--- src/verilog/definitions_pkg.sv ---
package definitions_pkg;

    // multiplier geometry
    localparam int OPERAND_W  = 8;
    localparam int PRODUCT_W  = 2 * OPERAND_W;
    localparam int STEPS      = 8;              // one shift-add per operand bit
    localparam int STEP_W     = $clog2(STEPS);
    localparam int CNT_W      = 4;

    // clear window length in READY in cycles
    localparam int CLR_CYCLES = 2;

    // single-bit constants for the output decoder
    localparam logic U_ZERO = 1'b0;
    localparam logic U_ONE  = 1'b1;

    typedef logic [OPERAND_W-1:0] operand_t;    // one factor
    typedef logic [PRODUCT_W-1:0] product_t;    // full-width product
    typedef logic [STEP_W-1:0]    step_t;       // step index 0..7
    typedef logic [CNT_W-1:0]     cnt_t;        // settle count

    // last step index where overflow is flagged
    localparam step_t STEP_LAST = step_t'(STEPS - 1);

    // settle count limits
    localparam cnt_t CNT_CLR = cnt_t'(CLR_CYCLES);
    localparam cnt_t CNT_MAX = '1;

    // controller states
    typedef enum logic [1:0] {
        IDLE      = 2'b00,
        PROCESING = 2'b01,
        READY     = 2'b10
    } state_e;

    // both operands of one multiplication
    typedef struct packed {
        operand_t multiplicand;
        operand_t multiplier;
    } mul_req_t;

endpackage

--- src/verilog/control_unit.sv ---
`timescale 1ns/10ps

module control_unit (
    input  logic                  clk,
    input  logic                  rst,
    input  logic                  i_start,
    input  logic                  i_ovf,
    input  definitions_pkg::cnt_t i_cnt,
    output logic                  o_rdy,
    output logic                  o_enb,
    output logic                  o_clr,
    output logic                  o_enb_cnt,
    output logic                  o_load,
    output definitions_pkg::state_e o_state
);

    import definitions_pkg::*;

    state_e state;
    state_e state_next;
    logic   clr_window;     // first CLR_CYCLES cycles of READY

    // state register
    always_ff @(posedge clk or negedge rst) begin
        if (!rst) begin
            state <= IDLE;
        end else begin
            state <= state_next;
        end
    end

    // next state
    always_comb begin
        state_next = state;
        case (state)
            IDLE: begin
                if (i_start) begin
                    state_next = PROCESING;
                end
            end
            PROCESING: begin
                // start is not looked at here
                if (i_ovf) begin
                    state_next = READY;
                end
            end
            READY: begin
                if (i_start) begin
                    state_next = PROCESING;
                end
            end
            default: state_next = IDLE;
        endcase
    end

    assign clr_window = (i_cnt < CNT_CLR);

    // output decoder
    always_comb begin
        o_rdy     = U_ZERO;
        o_enb     = U_ZERO;
        o_clr     = U_ZERO;
        o_enb_cnt = U_ZERO;
        o_load    = U_ZERO;
        case (state)
            IDLE: begin
                o_load = i_start;   // mealy strobe captures operands on the start edge
            end
            PROCESING: begin
                o_enb = U_ONE;
            end
            READY: begin
                o_rdy     = U_ONE;
                o_load    = i_start;
                o_clr     = clr_window;     // resets the step counter
                o_enb_cnt = clr_window;
            end
            default: begin
                o_rdy = U_ZERO;
            end
        endcase
    end

    assign o_state = state;     // debug copy

endmodule

--- src/verilog/phase_counters.sv ---
`timescale 1ns/10ps

module phase_counters (
    input  logic                  clk,
    input  logic                  rst,
    input  logic                  i_enb,
    input  logic                  i_clr,
    input  logic                  i_load,
    input  logic                  i_enb_cnt,
    output logic                  o_ovf,
    output definitions_pkg::cnt_t o_cnt
);

    import definitions_pkg::*;

    step_t step;    // index of the next shift-add step
    cnt_t  cnt;     // cycles spent in the clear window

    // step counter wraps back to 0 after the last step
    always_ff @(posedge clk or negedge rst) begin
        if (!rst) begin
            step <= '0;
        end else if (i_load || i_clr) begin
            step <= '0;
        end else if (i_enb) begin
            step <= step + step_t'(1);
        end
    end

    // eighth enabled step
    assign o_ovf = i_enb && (step == STEP_LAST);

    // settle counter
    // held at its top value so the clear window cannot open again
    always_ff @(posedge clk or negedge rst) begin
        if (!rst) begin
            cnt <= '0;
        end else if (i_load) begin
            cnt <= '0;
        end else if (i_enb_cnt && (cnt != CNT_MAX)) begin
            cnt <= cnt + cnt_t'(1);
        end
    end

    assign o_cnt = cnt;

endmodule

--- src/verilog/seq_multiplier.sv ---
`timescale 1ns/10ps

module seq_multiplier (
    input  logic                      clk,
    input  logic                      rst,
    input  logic                      i_start,
    input  definitions_pkg::mul_req_t i_req,
    output definitions_pkg::product_t o_product,
    output logic                      o_rdy,
    output definitions_pkg::state_e   o_state
);

    import definitions_pkg::*;

    logic load;
    logic enb;
    logic clr;
    logic enb_cnt;
    logic ovf;
    cnt_t cnt;

    // sequencing
    control_unit control_unit_i (
        .clk       (clk),
        .rst       (rst),
        .i_start   (i_start),
        .i_ovf     (ovf),
        .i_cnt     (cnt),
        .o_rdy     (o_rdy),
        .o_enb     (enb),
        .o_clr     (clr),
        .o_enb_cnt (enb_cnt),
        .o_load    (load),
        .o_state   (o_state)
    );

    // step and settle counters
    phase_counters phase_counters_i (
        .clk       (clk),
        .rst       (rst),
        .i_enb     (enb),
        .i_clr     (clr),
        .i_load    (load),
        .i_enb_cnt (enb_cnt),
        .o_ovf     (ovf),
        .o_cnt     (cnt)
    );

    shift_add_datapath shift_add_datapath_i (
        .clk       (clk),
        .rst       (rst),
        .i_load    (load),
        .i_enb     (enb),
        .i_req     (i_req),
        .o_product (o_product)
    );

endmodule

--- src/verilog/shift_add_datapath.sv ---
`timescale 1ns/10ps

module shift_add_datapath (
    input  logic                      clk,
    input  logic                      rst,
    input  logic                      i_load,
    input  logic                      i_enb,
    input  definitions_pkg::mul_req_t i_req,
    output definitions_pkg::product_t o_product
);

    import definitions_pkg::*;

    operand_t            mcand;     // multiplicand held for the whole run
    product_t            acc;       // {partial sum, remaining multiplier bits}
    operand_t            acc_hi;
    operand_t            addend;
    logic [OPERAND_W:0]  sum;       // carry kept for the shift
    product_t            acc_step;

    // operand register only written on load
    always_ff @(posedge clk) begin
        if (i_load) begin
            mcand <= i_req.multiplicand;
        end
    end

    assign acc_hi = acc[PRODUCT_W-1:OPERAND_W];

    // add multiplicand when the current multiplier bit is set
    assign addend = acc[0] ? mcand : '0;
    assign sum    = {1'b0, acc_hi} + {1'b0, addend};

    // shift right by one so the carry drops into the top bit
    assign acc_step = {sum, acc[OPERAND_W-1:1]};

    always_ff @(posedge clk or negedge rst) begin
        if (!rst) begin
            acc <= '0;
        end else if (i_load) begin
            acc <= {{OPERAND_W{1'b0}}, i_req.multiplier};
        end else if (i_enb) begin
            acc <= acc_step;
        end
    end

    // after STEPS shifts the multiplier is gone and acc is the product
    assign o_product = acc;

endmodule
--- config.mk ---
export PLATFORM = sky130hd
export DESIGN_NAME = seq_multiplier
export DESIGN_NICKNAME = d
export VERILOG_FILES = /design/src/verilog/definitions_pkg.sv /design/src/verilog/control_unit.sv /design/src/verilog/phase_counters.sv /design/src/verilog/seq_multiplier.sv /design/src/verilog/shift_add_datapath.sv
export SDC_FILE = /design/constraint.sdc
export NUM_CORES = 1
export LEC_CHECK = 0
export ABC_AREA = 1
export ABC_CLOCK_PERIOD_IN_PS = 3880
export CAP_MARGIN = 20
export CORE_ASPECT_RATIO = 1.2
export CORE_MARGIN = 2
export CORE_UTILIZATION = 62
export DETAILED_ROUTE_END_ITERATION = 8
export DONT_BUFFER_PORTS = 1
export PLACE_DENSITY = 0.78
export SLEW_MARGIN = 10
export SYNTH_ARGS = -nofsm -noshare
export SYNTH_HDL_FRONTEND = slang
export SYNTH_SLANG_ARGS = --single-unit
--- constraint.sdc ---
create_clock -name clk -period 3.88 [get_ports clk]
set_input_delay 0.776 -clock clk [delete_from_list [all_inputs] [get_ports clk]]
set_output_delay 0.776 -clock clk [all_outputs]
set_load 0.05 [all_outputs]
Yosys cells after proc, flatten, opt, wreduce, memory -nomap -nowiden
Index checks and enable logic that the tools add are counted.
{"block": "totals", "regBits": 33, "latch_bits": 0, "ramBits": 0, "romBits": 0, "input_bits": 19, "out_inout_bits": 19, "word_cells": 38, "memories": 0}
{"block": "op_classes", "addsub": 3, "multipliers": 0, "n_div": 0, "order_cmp": 1, "eq_ne": 6, "n_shift": 0, "mux": 14, "n_bitwise": 0, "n_reduce_logical": 9}
{"operator": "$mux 16", "n": 2}
{"operator": "$add 8x8->9", "n": 1}
{"operator": "$mux 4", "n": 2}
{"operator": "$mux 8", "n": 1}
{"operator": "$mux 3", "n": 2}
{"operator": "$reduce_bool 2->1", "n": 3}
{"operator": "$add 4x1->4 const B", "n": 1}
{"operator": "$lt 4x2->1 const B", "n": 1}
{"operator": "$mux 1", "n": 4}
{"operator": "$mux 2", "n": 2}
{"operator": "$ne 2x1->1 const B", "n": 2}
{"operator": "$ne 4x4->1 const B", "n": 1}
{"operator": "$pmux 2 s2", "n": 1}
{"operator": "$add 3x1->3 const B", "n": 1}
{"operator": "$eq 3x3->1 const B", "n": 1}
{"operator": "$eq 2x1->1 const B", "n": 1}
{"operator": "$eq 2x2->1 const B", "n": 1}
{"operator": "$logic_and 1x1->1", "n": 2}
{"operator": "$logic_not 2->1", "n": 1}
{"operator": "$reduce_and 2->1", "n": 1}
{"operator": "$reduce_or 2->1", "n": 1}
{"operator": "$logic_or 1x1->1", "n": 1}

Logic depth before layout (Yosys ltp)
Gate-level depths: netlist (run 1).
{"block": "depth", "ltp_word": 5, "ltp_mapped": 12, "ltp_nobuf": 11}

Cells and area by module
A second synthesis (run 1) with hierarchy kept.
{"block": "unflattened", "cells_unflattened": 222, "area_unflattened_um2": 1840.5}
{"mod": "shift_add_datapath", "n_inst": 1, "cells_per_inst": 155, "area_each_um2": 1332.5, "seq_area_each_um2": 640.6}
{"mod": "phase_counters", "n_inst": 1, "cells_per_inst": 47, "area_each_um2": 377.9, "seq_area_each_um2": 175.2}
{"mod": "control_unit", "n_inst": 1, "cells_per_inst": 20, "area_each_um2": 130.1, "seq_area_each_um2": 50.0}

Worst setup path before layout (run 1)
Ideal clock, no wire load.
{"block": "synth_path", "path_kind": "flip-flop to output port", "start": "register control_unit_i.state[1], in the netlist control_unit_i.o_state[1]", "end": "output o_rdy", "t_arrival_ns": 1.242, "required_ns": 3.104, "setup_slack_ns": 1.862, "path_stages_with_launch": 3, "path_buffers": 0, "path_cell_list": "dfrtp_1 > inv_1 > nor2_2"}
{"block": "synth_between", "elab_chain_cells": 2}
{"element": "from (decl)", "line": "control_unit.sv:19", "source": "state_e state;"}
{"element": "from (signal assigned)", "line": "control_unit.sv:28", "source": "state <= state_next;"}
{"element": "$eq 2x2->1", "line": "control_unit.sv:65", "source": "case (state)"}
{"element": "$mux 1", "line": "control_unit.sv:65"}
{"element": "to (decl)", "line": "seq_multiplier.sv:9", "source": "output logic o_rdy,"}
No other way between the ends.

Worst setup path in the final report (run 1)
Ends and elaborated chain as after synthesis.

==> results.md, run 1 <==
* Status: complete, no violations
* Clock Skew at 0.00728 ns
* Clock Root Buffer: clkbuf_4
* Yosys top cell by area: dfrtp_1
* Min-delay worst type: in -> async
* Layout area overhead at 2.88%
* Die area at around 3300 µm²
* Final wirelength at 3.35 mm
* TritonCTS clock tree: yes
* Clock sinks at 33
* Finished Layout Cells at roughly 240
* Mean Syn Cell Area at 8.86 µm²
* RSZ-0062 raised after global routing: false
* Startpoint types: register
* Most frequent cells in the layout: 59 x nand2_1, 32 x inv_1, 25 x dfrtp_1, 11 x o21ai_1, 11 x ha_1
* CP arrival at between 1.5 and 2 ns
* # diodes at 0
* Pre-CTS setup slack at ~1.8 ns
* Final period util at 63.4%
* CP Data Required Time at 3.10 ns
* Post-synthesis sequential area ratio at 48.6%
* Highest Signal Layer: met4
* Nets@finish at around 240
* Crit-path max FO at 4
* Lkg Pwr at between 0.9 and 1 nW
* Rows at 21
* Remaining antenna violation count at 0
* Fillers at around 240
* H-Tree Depth at 2
* Core region area at between 2000 and 3000 µm²
* Worst-margin pin slew at around 0.73 ns
* Synth Cell Area at 1780 µm²
* DRC Markers at 0
* Die width at about 53 µm
* DR pass1 iterations at 4
* Peak VDD IR at between 0.0006 and 0.0007 V
* Placed cell count at 231
* Fin. Hold Viols at 0
* Cts hold-fix bufs at 0
* Largest cells by area after synthesis: dfrtp_1 35%, edfxtp_1 13%, nand2_1 12%, ha_1 7.7%, inv_1 6.7%
* DR vias/cell at between 5 and 6
* CTS Buf Count at 5
* Deepest clock path buffer count at 2
* Post-Synthesis Cells at around 200
* Share of cells above drive strength 1 at 11.2%
* Pwr dens at between 900 and 1000 nW/µm²
* Final Core Density at 66.4%
* Post-synth net total at between 200 and 250
* Setup violators final at 0
* First-pass GRT wire length at between 5 and 6 mm
* Vias after detailed routing at 1,328
* CP endpoint kind: output port
* Post-CTS Resized at 0
* Relative slew margins at around half
* Yosys warns at 0
* Postcts setup bufs at 0
* Fin crit period at between 2 and 2.5 ns
* Ports at 38
* Max-cap violations at 0
* Post-DP HPWL at 2.50 mm
* Largest net degree at the start of global routing at 26
* Max frequency at ~410 MHz
* Commonest non-fill, non-tap cell in the layout: nand2_1
* Final setup margin at 1.42 ns
* Routability cong. at ~0.79
* Routed wire per std cell at 14.0 µm
* Clock Pin Slew Worst Setup and Hold Paths at around 0.10 ns
* Metal1 wirelength at between 1 and 1.5 mm
* 1st-iter DRT viols at 46
* Slew Viols, Final at 0
* Post-synth cell types at 29
* Top-area cell type share of the netlist area at between 30% and 40%
* Initial Utilization at around 65%
* Worst skew pair latency at ~0.34 ns
* Hold Slack at 0.118 ns
* Total track usage at between 20 and 25%
* Port buffer count at 0
* DIE HEIGHT at ~63 µm
* Synthesis-stage register bit count at 33
* Antenna violations before repair at 0
* Grt total ovfl at 0
* Setup TNS at 0 ns
* Routed met2 length at approximately 1.8 mm
* Crit Path Category: reg -> out
* Met3 routed WL at between 100 and 150 µm
* Via count of the first global-routing pass at 1,341
==> critical path, stage by stage, from the launching register on <==
cell	delay [ns]
dfrtp_1	0.66
inv_1	0.16
nor2_2	0.54
==> logic make-up (layout without fill, tap and decap cells) <==
logic type | after synthesis | after routing | share of synthesized area, %
AO/OA/AOI/OAI | 30 | 30 | 11.1
XOR/XNOR | 1 | 1 | 0.492
adder cells (fa/ha/maj) | 12 | 12 | 8.85
buffers and inverters | 39 | 43 | 10.1
flip-flops | 33 | 33 | 48.6
AND/OR/NAND/NOR | 86 | 86 | 20.8
==> synthesized netlist by cell type, drive strengths merged <==
library cell   n
o211ai         1
nor2          10
ha            11
o22ai          1
nand3         10
a21oi          6
clkbuf         1
buf            3
inv           35
o21ai         18
fa             1
a22o           2
nand2         63
o221ai         2
edfxtp         8
dfrtp         25
nand4          3
xor2           1
==> final timing paths <==
kind	start	to	slack [ns]	cells past startpoint
worst max-delay path	control_unit_i.o_state[1]	o_rdy	1.42	2
worst min-delay path	rst	shift_add_datapath_i.o_product[9]	0.12	0
worst max register to register	shift_add_datapath_i.o_product[0]	shift_add_datapath_i.o_product[15]	1.81	10
worst min register to register	phase_counters_i.step[1]	phase_counters_i.step[1]	0.49	2
max in group asynchronous	rst	shift_add_datapath_i.o_product[3]	3.68	0
min in group clk	phase_counters_i.step[1]	phase_counters_i.step[1]	0.49	2
==> per-layer routing <==
metal / vias up / global-route usage (%)
met5: - / 0
met4: 0 / 9.62
met3: 8 / 6.46
met2: 34 / 40.9
met1: 632 / 29.0
li1: 654 / -
==> registers in the layout (all words and copies together), names as in the netlist <==
signal,flops
shift_add_datapath_i.o_product,16
shift_add_datapath_i.mcand,8
phase_counters_i.o_cnt,4
phase_counters_i.step,3
control_unit_i.o_state,2
==> report_power, final <==
group	switching, mW	leakage (nW)	total [mW]	internal, mW
clock	0.117	0.0300	0.183	0.0655
sequential	0.423	0.386	0.907	0.484
combinational	0.448	0.561	0.717	0.269
total	0.989	0.977	1.81	0.819
==> cell type report <==
cell class,count,area (µm²),share of cell area (%)
inverters,35,139,7.58
clock inverters,3,12.5,0.683
clock buffers,5,37.5,2.05
multi-input cells,129,734,40.1
flip-flops and latches,33,866,47.3
well taps,34,42.5,2.32
==> stage by stage <==
stage | area (µm²) | power (mW)
after floorplan | 1780 | 1.52
after detailed placement | 1780 | 1.64
after global routing | 1830 | 1.96
after global placement | 1780 | 1.59
after CTS | 1830 | 1.82
final | 1830 | 1.81
Note: power is estimated with default switching activity, not from simulation.
==> run 2: changes to the inputs <==
--- a/config.mk
+++ b/config.mk
@@ -5,15 +5,15 @@
 export SDC_FILE = /design/constraint.sdc
 export NUM_CORES = 1
 export LEC_CHECK = 0
-export ABC_AREA = 1
-export ABC_CLOCK_PERIOD_IN_PS = 3880
+export ABC_AREA = 0
+export ABC_CLOCK_PERIOD_IN_PS = 1990
 export CAP_MARGIN = 20
 export CORE_ASPECT_RATIO = 1.2
 export CORE_MARGIN = 2
-export CORE_UTILIZATION = 62
+export CORE_UTILIZATION = 56
 export DETAILED_ROUTE_END_ITERATION = 8
 export DONT_BUFFER_PORTS = 1
-export PLACE_DENSITY = 0.78
+export PLACE_DENSITY = 0.74
 export SLEW_MARGIN = 10
 export SYNTH_ARGS = -nofsm -noshare
 export SYNTH_HDL_FRONTEND = slang
==> constraint.sdc (replaced) <==
create_clock -name clk -period 1.99 [get_ports clk]
set_input_delay 0.398 -clock clk [delete_from_list [all_inputs] [get_ports clk]]
set_output_delay 0.398 -clock clk [all_outputs]
set_load 0.05 [all_outputs]
==> results.md, run 2 <==
* Routability cong. at 0.810 (was 0.787)
* Fin crit period at 1.92 ns
* Peak VDD IR at 0.00107 V (was 0.000671 V)
* NetSw at 1.76 mW (was 989 µW)
* Relative slew margins at 65.2% (was 51.7%)
* Total track usage at 22.8% (was 24.4%)
* Status: complete, no violations (unchanged)
* Hold EP: shift_add_datapath_i.mcand[2]
* RSZ-0062 raised after global routing: true (was false)
* Post-Synthesis Cells at 157 (was 201)
* Sw Ratio at 48.2% (was 54.7%)
* CP endpoint kind: register (was output port)
* DIE HEIGHT at 64.7 µm (was 62.7 µm)
* DR vias/cell at 5.87 (was 5.56)
* Max-cap violations at 0 (unchanged)
* # diodes at 0 (unchanged)
* Lkg Pwr at 0.870 nW (was 0.977 nW)
* Synth Flop Type: dfrtp_1 (unchanged)
* Min-delay worst type: in -> reg (was in -> async)
* Hold Slack at 0.137 ns (was 0.118 ns)
* Rows at 22 (was 21)
* Yosys warns at 0 (unchanged)
* Worst R2R Setup Slack at 0.07 ns (was 1.81 ns)
* Routed wire per std cell at 16.9 µm (was 14.0 µm)
* Largest net degree at the start of global routing at 26 (unchanged)
* Reg power frac at 38.3% (was 50.2%)
* TritonCTS clock tree: yes (unchanged)
* Die width at 54.6 µm (was 52.9 µm)
* Clock sinks at 33 (unchanged)
* Pwr dens at 1850 nW/µm² (was 987 nW/µm²)
* Mean Syn Cell Area at 10.9 µm² (was 8.86 µm²)
* Largest cells by area after synthesis: dfrtp_1 36%, edfxtp_1 14%, ha_1 8.0%, o21ai_0 4.9%, mux2i_1 4.7% (was dfrtp_1 35%, edfxtp_1 13%, nand2_1 12%, ha_1 7.7%, inv_1 6.7%)
* Crit Reg-Reg Endpoint: shift_add_datapath_i.o_product[12] (was shift_add_datapath_i.o_product[15])
* Crit Path Category: reg -> reg (was reg -> out)
* Antenna violations before repair at 0 (unchanged)
* CP arrival at 2.20 ns (was 1.69 ns)
* Critical R2R Launch: shift_add_datapath_i.o_product[0] (unchanged)
* Post-synth cell types at 37 (was 29)
* Grt total ovfl at 0 (unchanged)
* Ports at 38 (unchanged)
* Max frequency at 520 MHz
* Combinational Power Share at 48.4% (was 39.7%)
* Worst skew pair latency at 0.35 ns (was 0.34 ns)
* Clock Pin Slew Worst Setup and Hold Paths at 0.11 ns (was 0.10 ns)
* Worst r2r path cells at 6 (was 10)
* 1st-iter DRT viols at 42 (was 46)
* Post-synth EDFFs at 8 (unchanged)
* DR pass1 iterations at 4 (unchanged)
* Worst hold path depth at 0
* Top-count cell post-synth: dfrtp_1 (was nand2_1)
* Setup violators final at 0 (unchanged)
* Commonest non-fill, non-tap cell in the layout: dfrtp_1 (was nand2_1)
* Deepest clock path buffer count at 2 (unchanged)
* Synthesis-stage register bit count at 33 (unchanged)
* CTS Buf Count at 5 (unchanged)
* Via count of the first global-routing pass at 1,235 (was 1,341)
* Port buffer count at 0 (unchanged)
* Startpoint types: register (unchanged)
* Max reg flops at 16 (unchanged)
* Post-synth net total at 188 (was 232)
* H-Tree Depth at 2 (unchanged)
* Clock Root Buffer: clkbuf_4 (unchanged)
* Synth Cell Area at 1720 µm² (was 1780 µm²)
* Pint at 1.89 mW (was 819 µW)
* Async SR Flop Fraction at 75.8% (unchanged)
* Die area at 3530 µm² (was 3320 µm²)
* Final wirelength at 3.57 mm (was 3.35 mm)
* Final Core Density at 65.6% (was 66.4%)
* Layout area overhead at 14.6% (was 2.88%)
* Vias after detailed routing at 1,239 (was 1,328)
* Synth top cells by count: 25 x dfrtp_1, 17 x nand2_1, 17 x o21ai_0 (was 59 x nand2_1, 32 x inv_1, 25 x dfrtp_1)
* CP Data Required Time at 2.27 ns (was 3.10 ns)
* First-pass GRT wire length at 5.58 mm (was 5.91 mm)
* Post-synthesis sequential area ratio at 50.4% (was 48.6%)
* Worst Hold Launch: i_req[10]
* Yosys top cell by area: dfrtp_1 (unchanged)
* Design Power at 3.65 mW (was 1.81 mW)
* Clock Skew at 0.0102 ns (was 0.00728 ns)
* DRC Markers at 0 (unchanged)
* Fin. Hold Viols at 0 (unchanged)
* Worst-margin pin slew at 0.522 ns (was 0.725 ns)
* Final period util at a little over nine tenths
* Setup TNS at 0 ns (unchanged)
* Nets@finish at 205 (was 235)
* Slew Viols, Final at 0 (unchanged)
* Remaining antenna violation count at 0 (unchanged)
* Core region area at 3000 µm² (was 2760 µm²)
* Clk network pwr share at 13.3% (was 10.1%)
* Top-area cell type share of the netlist area at 36.4% (was 35.1%)
* Initial Utilization at 57.3% (was 64.5%)
* Post-DP HPWL at 2.54 mm (was 2.50 mm)
* Share of cells above drive strength 1 at 19.4% (was 11.2%)
* Most frequent cells in the layout: 24 x dfrtp_1, 17 x nand2_1, 17 x o21ai_0, 15 x buf_4 (was 59 x nand2_1, 32 x inv_1, 25 x dfrtp_1, 11 x o21ai_1, 11 x ha_1)
* Crit-path max FO at 7 (was 4)
run 2: worst max-delay path, cell delays in order, from the launching register on:
cell and delay, ns:
dfrtp_2 0.46, and2_1 0.18, ha_1 0.29, a211oi_2 0.26
nor3b_1 0.14, or4_1 0.43, nand3_1 0.10
run 2: layout make-up:
cell class              instances  area (µm²)
clock buffers                   8        80.1
repair buffers                 17         143
inverters                       2        7.51
multi-input cells             115         827
well taps                      36        45.0
flip-flops and latches         33         867
fillers                       233        1030
run 2: kinds of logic (layout without fill, tap and decap cells):
kind of cell             count (synthesis)  count (layout)  synth area share, %
buffers and inverters                    9              27                 3.13
adder cells (fa/ha/maj)                 12              12                 9.17
flip-flops                              33              33                 50.4
AND/OR/NAND/NOR                         50              50                 14.9
multiplexers                             9               9                 5.31
XOR/XNOR                                 5               5                 2.55
AO/OA/AOI/OAI                           39              39                 14.6
run 2: how the worst max path moves through the flow:
stage	from	depth (start not counted)	endpoint	slack, ns
2_1_floorplan	shift_add_datapath_i.o_product[0]	7	shift_add_datapath_i.o_product[11]	0.05
3_3_place_gp	shift_add_datapath_i.o_product[0]	7	shift_add_datapath_i.o_product[11]	0.13
3_5_place_dp	shift_add_datapath_i.o_product[0]	7	shift_add_datapath_i.o_product[14]	0.09
4_1_cts	shift_add_datapath_i.o_product[0]	7	shift_add_datapath_i.o_product[14]	0.03
5_1_grt	shift_add_datapath_i.o_product[0]	7	shift_add_datapath_i.o_product[13]	0.0007
6_report	shift_add_datapath_i.o_product[0]	6	shift_add_datapath_i.o_product[12]	0.07
run 2: power by group through the flow:
stage,clock [mW],combinational [mW],sequential (mW)
floorplan,0,1.04,1.66
global placement,0,1.61,1.39
detailed placement,0,1.68,1.41
CTS,0.486,1.71,1.39
global route,0.523,1.93,1.43
finish,0.486,1.77,1.40
run 2: metal layers:
metal	part of all wire [%]	GRT usage (%)
met4	1.8	9.06
met1	40	26.6
met5	0	0
met3	4.9	7.83
met2	53	37.1
run 2: repair_timing:
| item | CTS | global route |
|---|---|---|
| hold buffers | 2 | 0 |
| setup buffers | 0 | 1 |
| gates resized for setup | 0 | 4 |
| endpoints found under the setup margin | 0 | 4 |
| endpoints found under the hold margin | 25 | 0 |
run 2: metrics by stage:
step | worst slack (ns) | area, µm² | instances
after floorplan | 0.0506 | 1720 | 157
after global placement | 0.130 | 1830 | 200
after detailed placement | 0.0915 | 1830 | 200
after CTS | 0.0315 | 1940 | 210
after global routing | 0.000744 | 1970 | 211
final | 0.0676 | 1970 | 211
